File: config.mk
export PLATFORM = sky130hd
export DESIGN_NAME = cache_glue_top
export DESIGN_NICKNAME = d
export VERILOG_FILES = /design/src/source/cache_glue_pkg.sv /design/src/source/l1_req_if.sv /design/src/source/req_decode.sv /design/src/source/store_merge.sv /design/src/source/miss_counter.sv /design/src/source/byte_fifo.sv /design/src/source/uart_tx.sv /design/src/source/cache_glue_top.sv
export SDC_FILE = /design/constraint.sdc
export NUM_CORES = 1
export LEC_CHECK = 0
export ABC_AREA = 1
export BUFFER_PORTS_ARGS = -buffer_cell sky130_fd_sc_hd__buf_2
export CAP_MARGIN = 0
export CELL_PAD_IN_SITES_DETAIL_PLACEMENT = 0
export CELL_PAD_IN_SITES_GLOBAL_PLACEMENT = 1
export CORE_AREA = 2 2 148 150
export CTS_BUF_LIST = sky130_fd_sc_hd__clkbuf_4 sky130_fd_sc_hd__clkbuf_8
export DETAILED_ROUTE_END_ITERATION = 8
export DIE_AREA = 0 0 150 152
export PLACE_DENSITY_LB_ADDON = 0.3
export SYNTH_ARGS = -nofsm -noshare
export SYNTH_HDL_FRONTEND = slang
export SYNTH_SLANG_ARGS = --single-unit
File: constraint.sdc
create_clock -name clk_cpu -period 5.12 [get_ports clk_cpu]
set_input_delay 0.256 -clock clk_cpu [delete_from_list [all_inputs] [get_ports clk_cpu]]
set_output_delay 0.256 -clock clk_cpu [all_outputs]
set_load 0.01 [all_outputs]
File: src/source/cache_glue_pkg.sv
package cache_glue_pkg;

	// ----------------------------------------
	// Bus widths
	// ----------------------------------------
	localparam int WORD_W = 32;
	localparam int ADDR_W = 32;
	localparam int STRB_W = WORD_W / 8;

	typedef logic [WORD_W-1:0] word_t;
	typedef logic [ADDR_W-1:0] addr_t;
	typedef logic [STRB_W-1:0] strobe_t;	// One bit per byte lane

	// ----------------------------------------
	// Statistics
	// ----------------------------------------

	// Miss events seen in one cycle
	typedef struct packed {
		logic l1i;
		logic l1d;
		logic l2;
	} miss_ev_t;

	// Bytes per dump in the order L1I, L1D, L2
	localparam int STAT_BYTES = 3;

endpackage

File: src/source/l1_req_if.sv
`timescale 1ns/1ps

// Registered core request passed from decoder to store merger
interface l1_req_if;

	cache_glue_pkg::addr_t   addr_q;
	logic                    wr;
	cache_glue_pkg::word_t   wdata;	// Raw store data from the core
	cache_glue_pkg::strobe_t strobe;

	modport drv (
		output addr_q,
		output wr,
		output wdata,
		output strobe
	);

	modport mrg (
		input addr_q,
		input wr,
		input wdata,
		input strobe
	);

endinterface

File: src/source/req_decode.sv
`timescale 1ns/1ps

module req_decode #(
	parameter cache_glue_pkg::addr_t END_INST = 32'h0000_0FFC
) (
	input  logic                    clk_cpu,
	input  logic                    rst,
	input  cache_glue_pkg::addr_t   addr_i,
	input  logic                    rd_req_i,
	input  logic                    wr_req_i,
	input  cache_glue_pkg::word_t   wdata_i,
	input  cache_glue_pkg::strobe_t strobe_i,
	input  logic                    l1i_ready_i,
	input  cache_glue_pkg::word_t   l1i_rdata_i,
	input  logic                    l1d_ready_i,
	input  cache_glue_pkg::word_t   l1d_rdata_i,
	output logic                    l1i_rd_o,
	output logic                    l1d_rd_o,
	output cache_glue_pkg::addr_t   cache_addr_o,
	output logic                    rd_resp_o,
	output cache_glue_pkg::word_t   rdata_o,
	l1_req_if.drv                   req
);

	logic is_inst;	// Address falls in the instruction region
	logic inst_q;

	assign is_inst = (addr_i <= END_INST);

	// Control state
	always_ff @(posedge clk_cpu) begin
		if (rst) begin
			l1i_rd_o <= 1'b0;
			l1d_rd_o <= 1'b0;
			req.wr   <= 1'b0;
			inst_q   <= 1'b0;
		end else begin
			l1i_rd_o <= rd_req_i & is_inst;
			l1d_rd_o <= rd_req_i & ~is_inst;
			req.wr   <= wr_req_i;
			inst_q   <= is_inst;
		end
	end

	// Payload
	always_ff @(posedge clk_cpu) begin
		req.addr_q <= addr_i;
		req.wdata  <= wdata_i;
		req.strobe <= strobe_i;
	end

	assign cache_addr_o = req.addr_q;

	// Response follows the ready level of the routed cache
	assign rd_resp_o = (l1i_rd_o & l1i_ready_i) | (l1d_rd_o & l1d_ready_i);
	assign rdata_o   = inst_q ? l1i_rdata_i : l1d_rdata_i;

endmodule

File: src/source/store_merge.sv
`timescale 1ns/1ps

module store_merge (
	l1_req_if.mrg                 req,
	input  cache_glue_pkg::word_t l1d_rdata_i,
	output logic                  l1d_wr_o,
	output cache_glue_pkg::word_t l1d_wdata_o
);

	cache_glue_pkg::word_t lane_mask;

	// Widen each strobe bit to its byte lane
	always_comb begin
		for (int i = 0; i < cache_glue_pkg::STRB_W; i++) begin
			lane_mask[i*8 +: 8] = {8{req.strobe[i]}};
		end
	end

	always_comb begin
		unique case (req.strobe)
			4'b0001,
			4'b0010,
			4'b0100,
			4'b1000,	// Byte
			4'b0011,
			4'b1100,	// Half word
			4'b1111: begin
				l1d_wdata_o = (req.wdata & lane_mask) | (l1d_rdata_i & ~lane_mask);
			end
			default: begin
				l1d_wdata_o = '0;	// Misaligned or empty strobe
			end
		endcase
	end

	assign l1d_wr_o = req.wr;

endmodule

File: src/source/miss_counter.sv
`timescale 1ns/1ps

module miss_counter (
	input  logic                     clk_cpu,
	input  logic                     rst,
	input  cache_glue_pkg::miss_ev_t miss_i,
	input  logic                     dump_i,
	output logic                     push_o,
	output logic [7:0]               byte_o
);

	localparam int NB = cache_glue_pkg::STAT_BYTES;
	localparam int SW = $clog2(NB + 1);

	logic [NB-1:0]   hit;
	logic [7:0]      cnt     [NB];
	logic [7:0]      cnt_nxt [NB];
	logic [NB*8-1:0] snap;	// L1I in the low byte
	logic [SW-1:0]   step;	// Zero when idle

	function automatic logic [7:0] sat_inc(input logic [7:0] c, input logic h);
		return (h && c != 8'hFF) ? c + 8'd1 : c;
	endfunction

	assign hit = {miss_i.l2, miss_i.l1d, miss_i.l1i};

	always_comb begin
		for (int i = 0; i < NB; i++) begin
			cnt_nxt[i] = sat_inc(cnt[i], hit[i]);
		end
	end

	always_ff @(posedge clk_cpu) begin
		if (rst) begin
			step <= '0;
			for (int i = 0; i < NB; i++) cnt[i] <= 8'd0;
		end else if (step == '0 && dump_i) begin
			step <= SW'(1);
			for (int i = 0; i < NB; i++) cnt[i] <= 8'd0;	// Restart for the next dump
		end else begin
			for (int i = 0; i < NB; i++) cnt[i] <= cnt_nxt[i];
			if (step != '0) step <= (step == SW'(NB)) ? '0 : step + SW'(1);
		end
	end

	// Snapshot taken with the misses of the dump cycle included
	always_ff @(posedge clk_cpu) begin
		if (step == '0 && dump_i) begin
			for (int i = 0; i < NB; i++) snap[i*8 +: 8] <= cnt_nxt[i];
		end else if (step != '0) begin
			snap <= snap >> 8;
		end
	end

	assign push_o = (step != '0);
	assign byte_o = snap[7:0];

endmodule

File: src/source/byte_fifo.sv
`timescale 1ns/1ps

module byte_fifo #(
	parameter int FIFO_DEPTH = 8
) (
	input  logic       clk_cpu,
	input  logic       rst,
	input  logic       push_i,
	input  logic [7:0] din_i,
	input  logic       pop_i,
	output logic [7:0] dout_o,
	output logic       empty_o
);

	localparam int AW = (FIFO_DEPTH > 1) ? $clog2(FIFO_DEPTH) : 1;
	localparam int CW = $clog2(FIFO_DEPTH + 1);

	logic [7:0]    mem [FIFO_DEPTH];
	logic [AW-1:0] wr_ptr;
	logic [AW-1:0] rd_ptr;
	logic [CW-1:0] count;
	logic          do_push;
	logic          do_pop;

	function automatic logic [AW-1:0] ptr_inc(input logic [AW-1:0] p);
		return (p == AW'(FIFO_DEPTH - 1)) ? '0 : p + AW'(1);
	endfunction

	assign empty_o = (count == '0);
	assign do_push = push_i && (count != CW'(FIFO_DEPTH));	// Dropped when full
	assign do_pop  = pop_i && !empty_o;

	always_ff @(posedge clk_cpu) begin
		if (rst) begin
			wr_ptr <= '0;
			rd_ptr <= '0;
			count  <= '0;
		end else begin
			if (do_push) wr_ptr <= ptr_inc(wr_ptr);
			if (do_pop) rd_ptr <= ptr_inc(rd_ptr);
			if (do_push && !do_pop) count <= count + CW'(1);
			else if (do_pop && !do_push) count <= count - CW'(1);
		end
	end

	always_ff @(posedge clk_cpu) begin
		if (do_push) mem[wr_ptr] <= din_i;
	end

	assign dout_o = mem[rd_ptr];	// Head byte

endmodule

File: src/source/uart_tx.sv
`timescale 1ns/1ps

module uart_tx #(
	parameter int CLKS_PER_BIT = 8
) (
	input  logic       clk_cpu,
	input  logic       rst,
	input  logic       empty_i,
	input  logic [7:0] din_i,
	output logic       pop_o,
	output logic       tx_o
);

	localparam int CW = (CLKS_PER_BIT > 1) ? $clog2(CLKS_PER_BIT) : 1;

	typedef enum logic [1:0] {ST_IDLE, ST_START, ST_DATA, ST_STOP} state_t;

	state_t        state;
	logic [CW-1:0] tick;	// Bit period counter
	logic [2:0]    bit_idx;
	logic [7:0]    sh;
	logic          bit_done;

	assign bit_done = (tick == CW'(CLKS_PER_BIT - 1));

	// Next byte is taken at the end of the stop bit, so bytes go back to back
	assign pop_o = !empty_i && (state == ST_IDLE || (state == ST_STOP && bit_done));

	always_ff @(posedge clk_cpu) begin
		if (rst) begin
			state   <= ST_IDLE;
			tick    <= '0;
			bit_idx <= 3'd0;
		end else begin
			tick <= (state == ST_IDLE || bit_done) ? '0 : tick + CW'(1);
			case (state)
				ST_IDLE:  if (pop_o) state <= ST_START;
				ST_START: if (bit_done) state <= ST_DATA;
				ST_DATA: begin
					if (bit_done) begin
						bit_idx <= bit_idx + 3'd1;
						if (bit_idx == 3'd7) state <= ST_STOP;
					end
				end
				ST_STOP:  if (bit_done) state <= pop_o ? ST_START : ST_IDLE;
				default:  state <= ST_IDLE;
			endcase
		end
	end

	always_ff @(posedge clk_cpu) begin
		if (pop_o) sh <= din_i;
		else if (state == ST_DATA && bit_done) sh <= sh >> 1;	// LSB first
	end

	always_comb begin
		case (state)
			ST_START: tx_o = 1'b0;
			ST_DATA:  tx_o = sh[0];
			default:  tx_o = 1'b1;	// Idle and stop
		endcase
	end

endmodule

File: src/source/cache_glue_top.sv
`timescale 1ns/1ps

module cache_glue_top #(
	parameter cache_glue_pkg::addr_t END_INST     = 32'h0000_0FFC,
	parameter int                    FIFO_DEPTH   = 8,
	parameter int                    CLKS_PER_BIT = 8
) (
	input  logic                    clk_cpu,
	input  logic                    rst,
	// Core side
	input  cache_glue_pkg::addr_t   addr_i,
	input  logic                    rd_req_i,
	input  logic                    wr_req_i,
	input  cache_glue_pkg::word_t   wdata_i,
	input  cache_glue_pkg::strobe_t strobe_i,
	output logic                    rd_resp_o,
	output cache_glue_pkg::word_t   rdata_o,
	// Cache side
	output logic                    l1i_rd_o,
	output logic                    l1d_rd_o,
	output logic                    l1d_wr_o,
	output cache_glue_pkg::word_t   l1d_wdata_o,
	output cache_glue_pkg::addr_t   cache_addr_o,
	input  logic                    l1i_ready_i,
	input  cache_glue_pkg::word_t   l1i_rdata_i,
	input  logic                    l1d_ready_i,
	input  cache_glue_pkg::word_t   l1d_rdata_i,
	// Statistics
	input  logic                    miss_l1i_i,
	input  logic                    miss_l1d_i,
	input  logic                    miss_l2_i,
	input  logic                    dump_i,
	output logic                    tx_o
);

	cache_glue_pkg::miss_ev_t miss_ev;
	logic                     push;
	logic [7:0]               push_byte;
	logic                     pop;
	logic [7:0]               head_byte;
	logic                     fifo_empty;

	assign miss_ev.l1i = miss_l1i_i;
	assign miss_ev.l1d = miss_l1d_i;
	assign miss_ev.l2  = miss_l2_i;

	l1_req_if u_req_if ();

	// ----------------------------------------
	// Request path
	// ----------------------------------------
	req_decode #(
		.END_INST     (END_INST)
	) u_req_decode (
		.clk_cpu      (clk_cpu),
		.rst          (rst),
		.addr_i       (addr_i),
		.rd_req_i     (rd_req_i),
		.wr_req_i     (wr_req_i),
		.wdata_i      (wdata_i),
		.strobe_i     (strobe_i),
		.l1i_ready_i  (l1i_ready_i),
		.l1i_rdata_i  (l1i_rdata_i),
		.l1d_ready_i  (l1d_ready_i),
		.l1d_rdata_i  (l1d_rdata_i),
		.l1i_rd_o     (l1i_rd_o),
		.l1d_rd_o     (l1d_rd_o),
		.cache_addr_o (cache_addr_o),
		.rd_resp_o    (rd_resp_o),
		.rdata_o      (rdata_o),
		.req          (u_req_if.drv)
	);

	store_merge u_store_merge (
		.req          (u_req_if.mrg),
		.l1d_rdata_i  (l1d_rdata_i),
		.l1d_wr_o     (l1d_wr_o),
		.l1d_wdata_o  (l1d_wdata_o)
	);

	// ----------------------------------------
	// Statistics path
	// ----------------------------------------
	miss_counter u_miss_counter (
		.clk_cpu      (clk_cpu),
		.rst          (rst),
		.miss_i       (miss_ev),
		.dump_i       (dump_i),
		.push_o       (push),
		.byte_o       (push_byte)
	);

	byte_fifo #(
		.FIFO_DEPTH   (FIFO_DEPTH)
	) u_byte_fifo (
		.clk_cpu      (clk_cpu),
		.rst          (rst),
		.push_i       (push),
		.din_i        (push_byte),
		.pop_i        (pop),
		.dout_o       (head_byte),
		.empty_o      (fifo_empty)
	);

	uart_tx #(
		.CLKS_PER_BIT (CLKS_PER_BIT)
	) u_uart_tx (
		.clk_cpu      (clk_cpu),
		.rst          (rst),
		.empty_i      (fifo_empty),
		.din_i        (head_byte),
		.pop_o        (pop),
		.tx_o         (tx_o)
	);

endmodule

==> metrics.cfg <==
[critical_path]
crit_buf_inv=1
cp_slowest_cell=o21ai_4
reg2reg_setup_slack_ps=2570
cp_cell_sequence=or2_4 > o21ai_4 > nor2_1 > buf_2
required_ps=4860
cp.arrival_ps=2450
cp-end-kind=primary output
r2r_end=u_miss_counter.cnt[0][19]$_SDFFCE_PN0P_
endpoint=l1d_wdata_o[25]
r2r-start=u_miss_counter.step[0]$_SDFFE_PP0P_
worst_r2r_path_depth=5
startpoint_type=flip-flop
crit_family=compound AO/OA/AOI/OAI gates
startpoint=u_req_decode.req.strobe[2]$_DFF_P_
critical_path_class=reg -> out
path_depth=4
slowest_delay_ps=780
cp_max_fo=32

[cts]
root_buffer=clkbuf_8
cts_tree=built
clk_latency_ps=520
clockBufferDepth=3
cts.reportedPaths.clkPinSlew_ps=60
cts_post_setup_buffers_inserted=0
cts_num_sinks=215
htree_levels=2
numCtsBuffers=37

[global_routing]
antenna_found_initial=0
met1_usage_pct=25.25
grt_max_degree=65
use_met2_pct=34.62
grt_usage_pct=20.04
use_met3_pct=3.604
grt_busiest_layer=met2
grt.overflow.total=0
grt_pass1_vias=7534
grt_pass1_wl_um=36590

[run_status]
outcome=finished, final reports clean

[sta]
tightestPinTransition_ps=1004
fin_skew_ps=23.27
whs_ps=42.27
slew_headroom_pct=32.82
fmax_mhz=369.3
rsz0062_at_grt=false
setup_viol=0
period_share_pct=52.89
setup_tns_ps=0
period_needed_ps=2708
hold_viol_final=0
setup_slack_ps=2412
maxSlewViolCount=0

[placed_design]
io_buffers=242
post-place-ws_ps=2489
gp_congestion=0.8297
dp_hpwl_um=15750
placed_area_mm2=0.01064

[die]
die_w_um=150
start_util_pct=43.01
core_area_mm2=0.02135
dieArea_mm2=0.02280
die_h_um=152
pin_count=243
rows=54

[logic_synthesis]
netlist_area_mm2=0.009183
synth.distinct_cells=37
synth_cells=997
yosys_warnings=0
synth_edf_count=120
ys_seq_area_share_pct=59.95
synth.avg_cell_area_um2=9.210
synth-seq-cells=215
yosys_most_used_dff=edfxtp_1
async_flop_share_pct=0

[cells_and_area]
layout.nets=1498
final_area_mm2=0.01211
fillers=1964
drive_above_1_share_pct=24.82
n_antenna_cell=0
area_delta_synth_final_pct=31.91

[power]
ir_worst_vdd_mv=0.1826
p_leak_nw=5.551
power_density_mw_per_mm2=407.1

[detailed_routing]
drt-total-wl_um=22590
drt_first_pass_iters=4
vias_per_cell=4.636
wl_per_cell_um=13.76
drc_errors=0
detailedRoute.firstIterationViolations=438
route.vias.total=7613
ant_nets=0

[worst_hold_path]
hp-start=rst
hold_path.class=in -> reg

[run]
max_cap_viol_count=0

==> per-layer routing <==
metal  vias up  routed length [um]
met4         0                 471
met2       131               11430
li1       3930                   -
met3        42                 872
met1      3510                9813
met5         -                   0
==> state kept, by name (all words and copies together), names as in the netlist, named ones only <==
signal	count
u_miss_counter.cnt	24
u_uart_tx.sh	8
u_uart_tx.tick	3
u_uart_tx.bit_idx	3
u_req_decode.req.strobe	4
u_uart_tx.state	2
u_miss_counter.step	2
u_req_decode.req.wr	1
u_byte_fifo.wr_ptr	3
u_req_decode.inst_q	1
u_byte_fifo.count	4
u_byte_fifo.mem	64
u_byte_fifo.rd_ptr	3
u_req_decode.cache_addr_o	32
u_req_decode.l1i_rd_o	1
u_req_decode.req.wdata	32
u_req_decode.l1d_rd_o	1
u_miss_counter.snap	24
==> worst min-delay path by stage <==
stage	slack, ps	cells after the start	to
after floorplan	280	0	u_req_decode.cache_addr_o[0]$_DFF_P_
after global placement	360	1	u_req_decode.req.wdata[20]$_DFF_P_
after detailed placement	360	1	u_req_decode.req.wdata[10]$_DFF_P_
after CTS	20	2	u_uart_tx.bit_idx[0]$_SDFFE_PP0P_
after global routing	20	2	u_uart_tx.bit_idx[0]$_SDFFE_PP0P_
final	40	2	u_req_decode.req.wr$_SDFF_PP0_
==> per-stage QoR <==
| step | util [%] | total power [W] | std cells |
|---|---|---|---|
| floorplan | - | 0.002992 | 1020 |
| global placement | 49.83 | 0.003317 | 1505 |
| detailed placement | 49.83 | 0.003333 | 1505 |
| CTS | 56.73 | 0.004986 | 1642 |
| global route | 56.73 | 0.005232 | 1642 |
| finish | 56.73 | 0.004932 | 1642 |
==> layout by cell type, fill, tap and decap left out, types with 3 or more instances in the layout <==
cell type	count
a21oi_1	53
buf_2	242
clkbuf_4	24
clkbuf_8	40
conb_1	24
dfxtp_1	94
dlygate4sd3_1	70
edfxtp_1	120
ha_1	21
inv_1	89
nand2_1	195
nand3_1	45
nand4_1	12
nor2_1	187
nor2_2	13
nor3_1	3
o211ai_1	9
o21ai_0	80
xnor2_1	3
xor2_1	9
==> worst register-to-register path: stages (launching register included) <==
cell,delay (ps)
dfxtp_1,370
inv_1,60
ha_1,220
nand2_1,600
nand2_1,780
a21oi_1,340
==> report_power, final <==
part / switching, W / total, W / internal (W) / leakage [nW]
registers: 0.000133 / 0.00224 / 0.00211 / 1.96
clock network: 0.000658 / 0.00160 / 0.000942 / 0.416
logic: 0.000691 / 0.00109 / 0.000400 / 3.17
total: 0.00148 / 0.00493 / 0.00345 / 5.55
==> final cells by class <==
| type | instances | area [um^2] | share of cell area [%] |
|---|---|---|---|
| clock buffer | 64 | 730.7 | 6.032 |
| clock inverter | 3 | 42.54 | 0.3512 |
| inverter | 91 | 341.6 | 2.820 |
| multi-input combinational | 675 | 3214 | 26.54 |
| sequential | 215 | 5507 | 45.46 |
| tap | 280 | 350.3 | 2.892 |
| timing repair buffer | 314 | 1927 | 15.91 |
==> Yosys cell counts (2+ instances only) <==
cell	number	area (um^2)
nand2_1	195	732.0
nor2_1	187	701.9
edfxtp_1	120	3603
dfxtp_1	95	1902
inv_1	89	334.1
o21ai_0	80	400.4
a21oi_1	53	265.3
nand3_1	45	225.2
ha_1	21	262.8
clkbuf_1	17	63.81
buf_2	14	70.07
nor2_2	13	81.33
nand4_1	12	75.07
o211ai_1	9	67.56
xor2_1	9	78.83
buf_6	4	45.04
clkbuf_2	3	15.01
nor3_1	3	15.01
xnor2_1	3	26.28
inv_2	2	7.510
nand2_2	2	12.51
nand2_4	2	22.52
o211a_1	2	20.02
o21bai_1	2	15.01
or2_2	2	12.51
or2_4	2	17.52
==> logic make-up (layout without fill, tap and decap cells) <==
family	Yosys count	after routing	share of synthesized area [%]
flip-flops	215	215	59.95
adder cells (fa/ha/maj)	22	22	3.079
AO/OA/AOI/OAI	152	152	8.966
XOR/XNOR	12	12	1.145
other	1	24	0.04084
AND/OR/NAND/NOR	465	465	20.83
buffers and inverters	130	472	5.982
==> what timing repair did <==
action / CTS / global route
hold buffers: 70 / 0
endpoints found under the hold margin: 71 / 0
gates resized for setup: 0 / 0
Power figures use the tool's default switching activity.
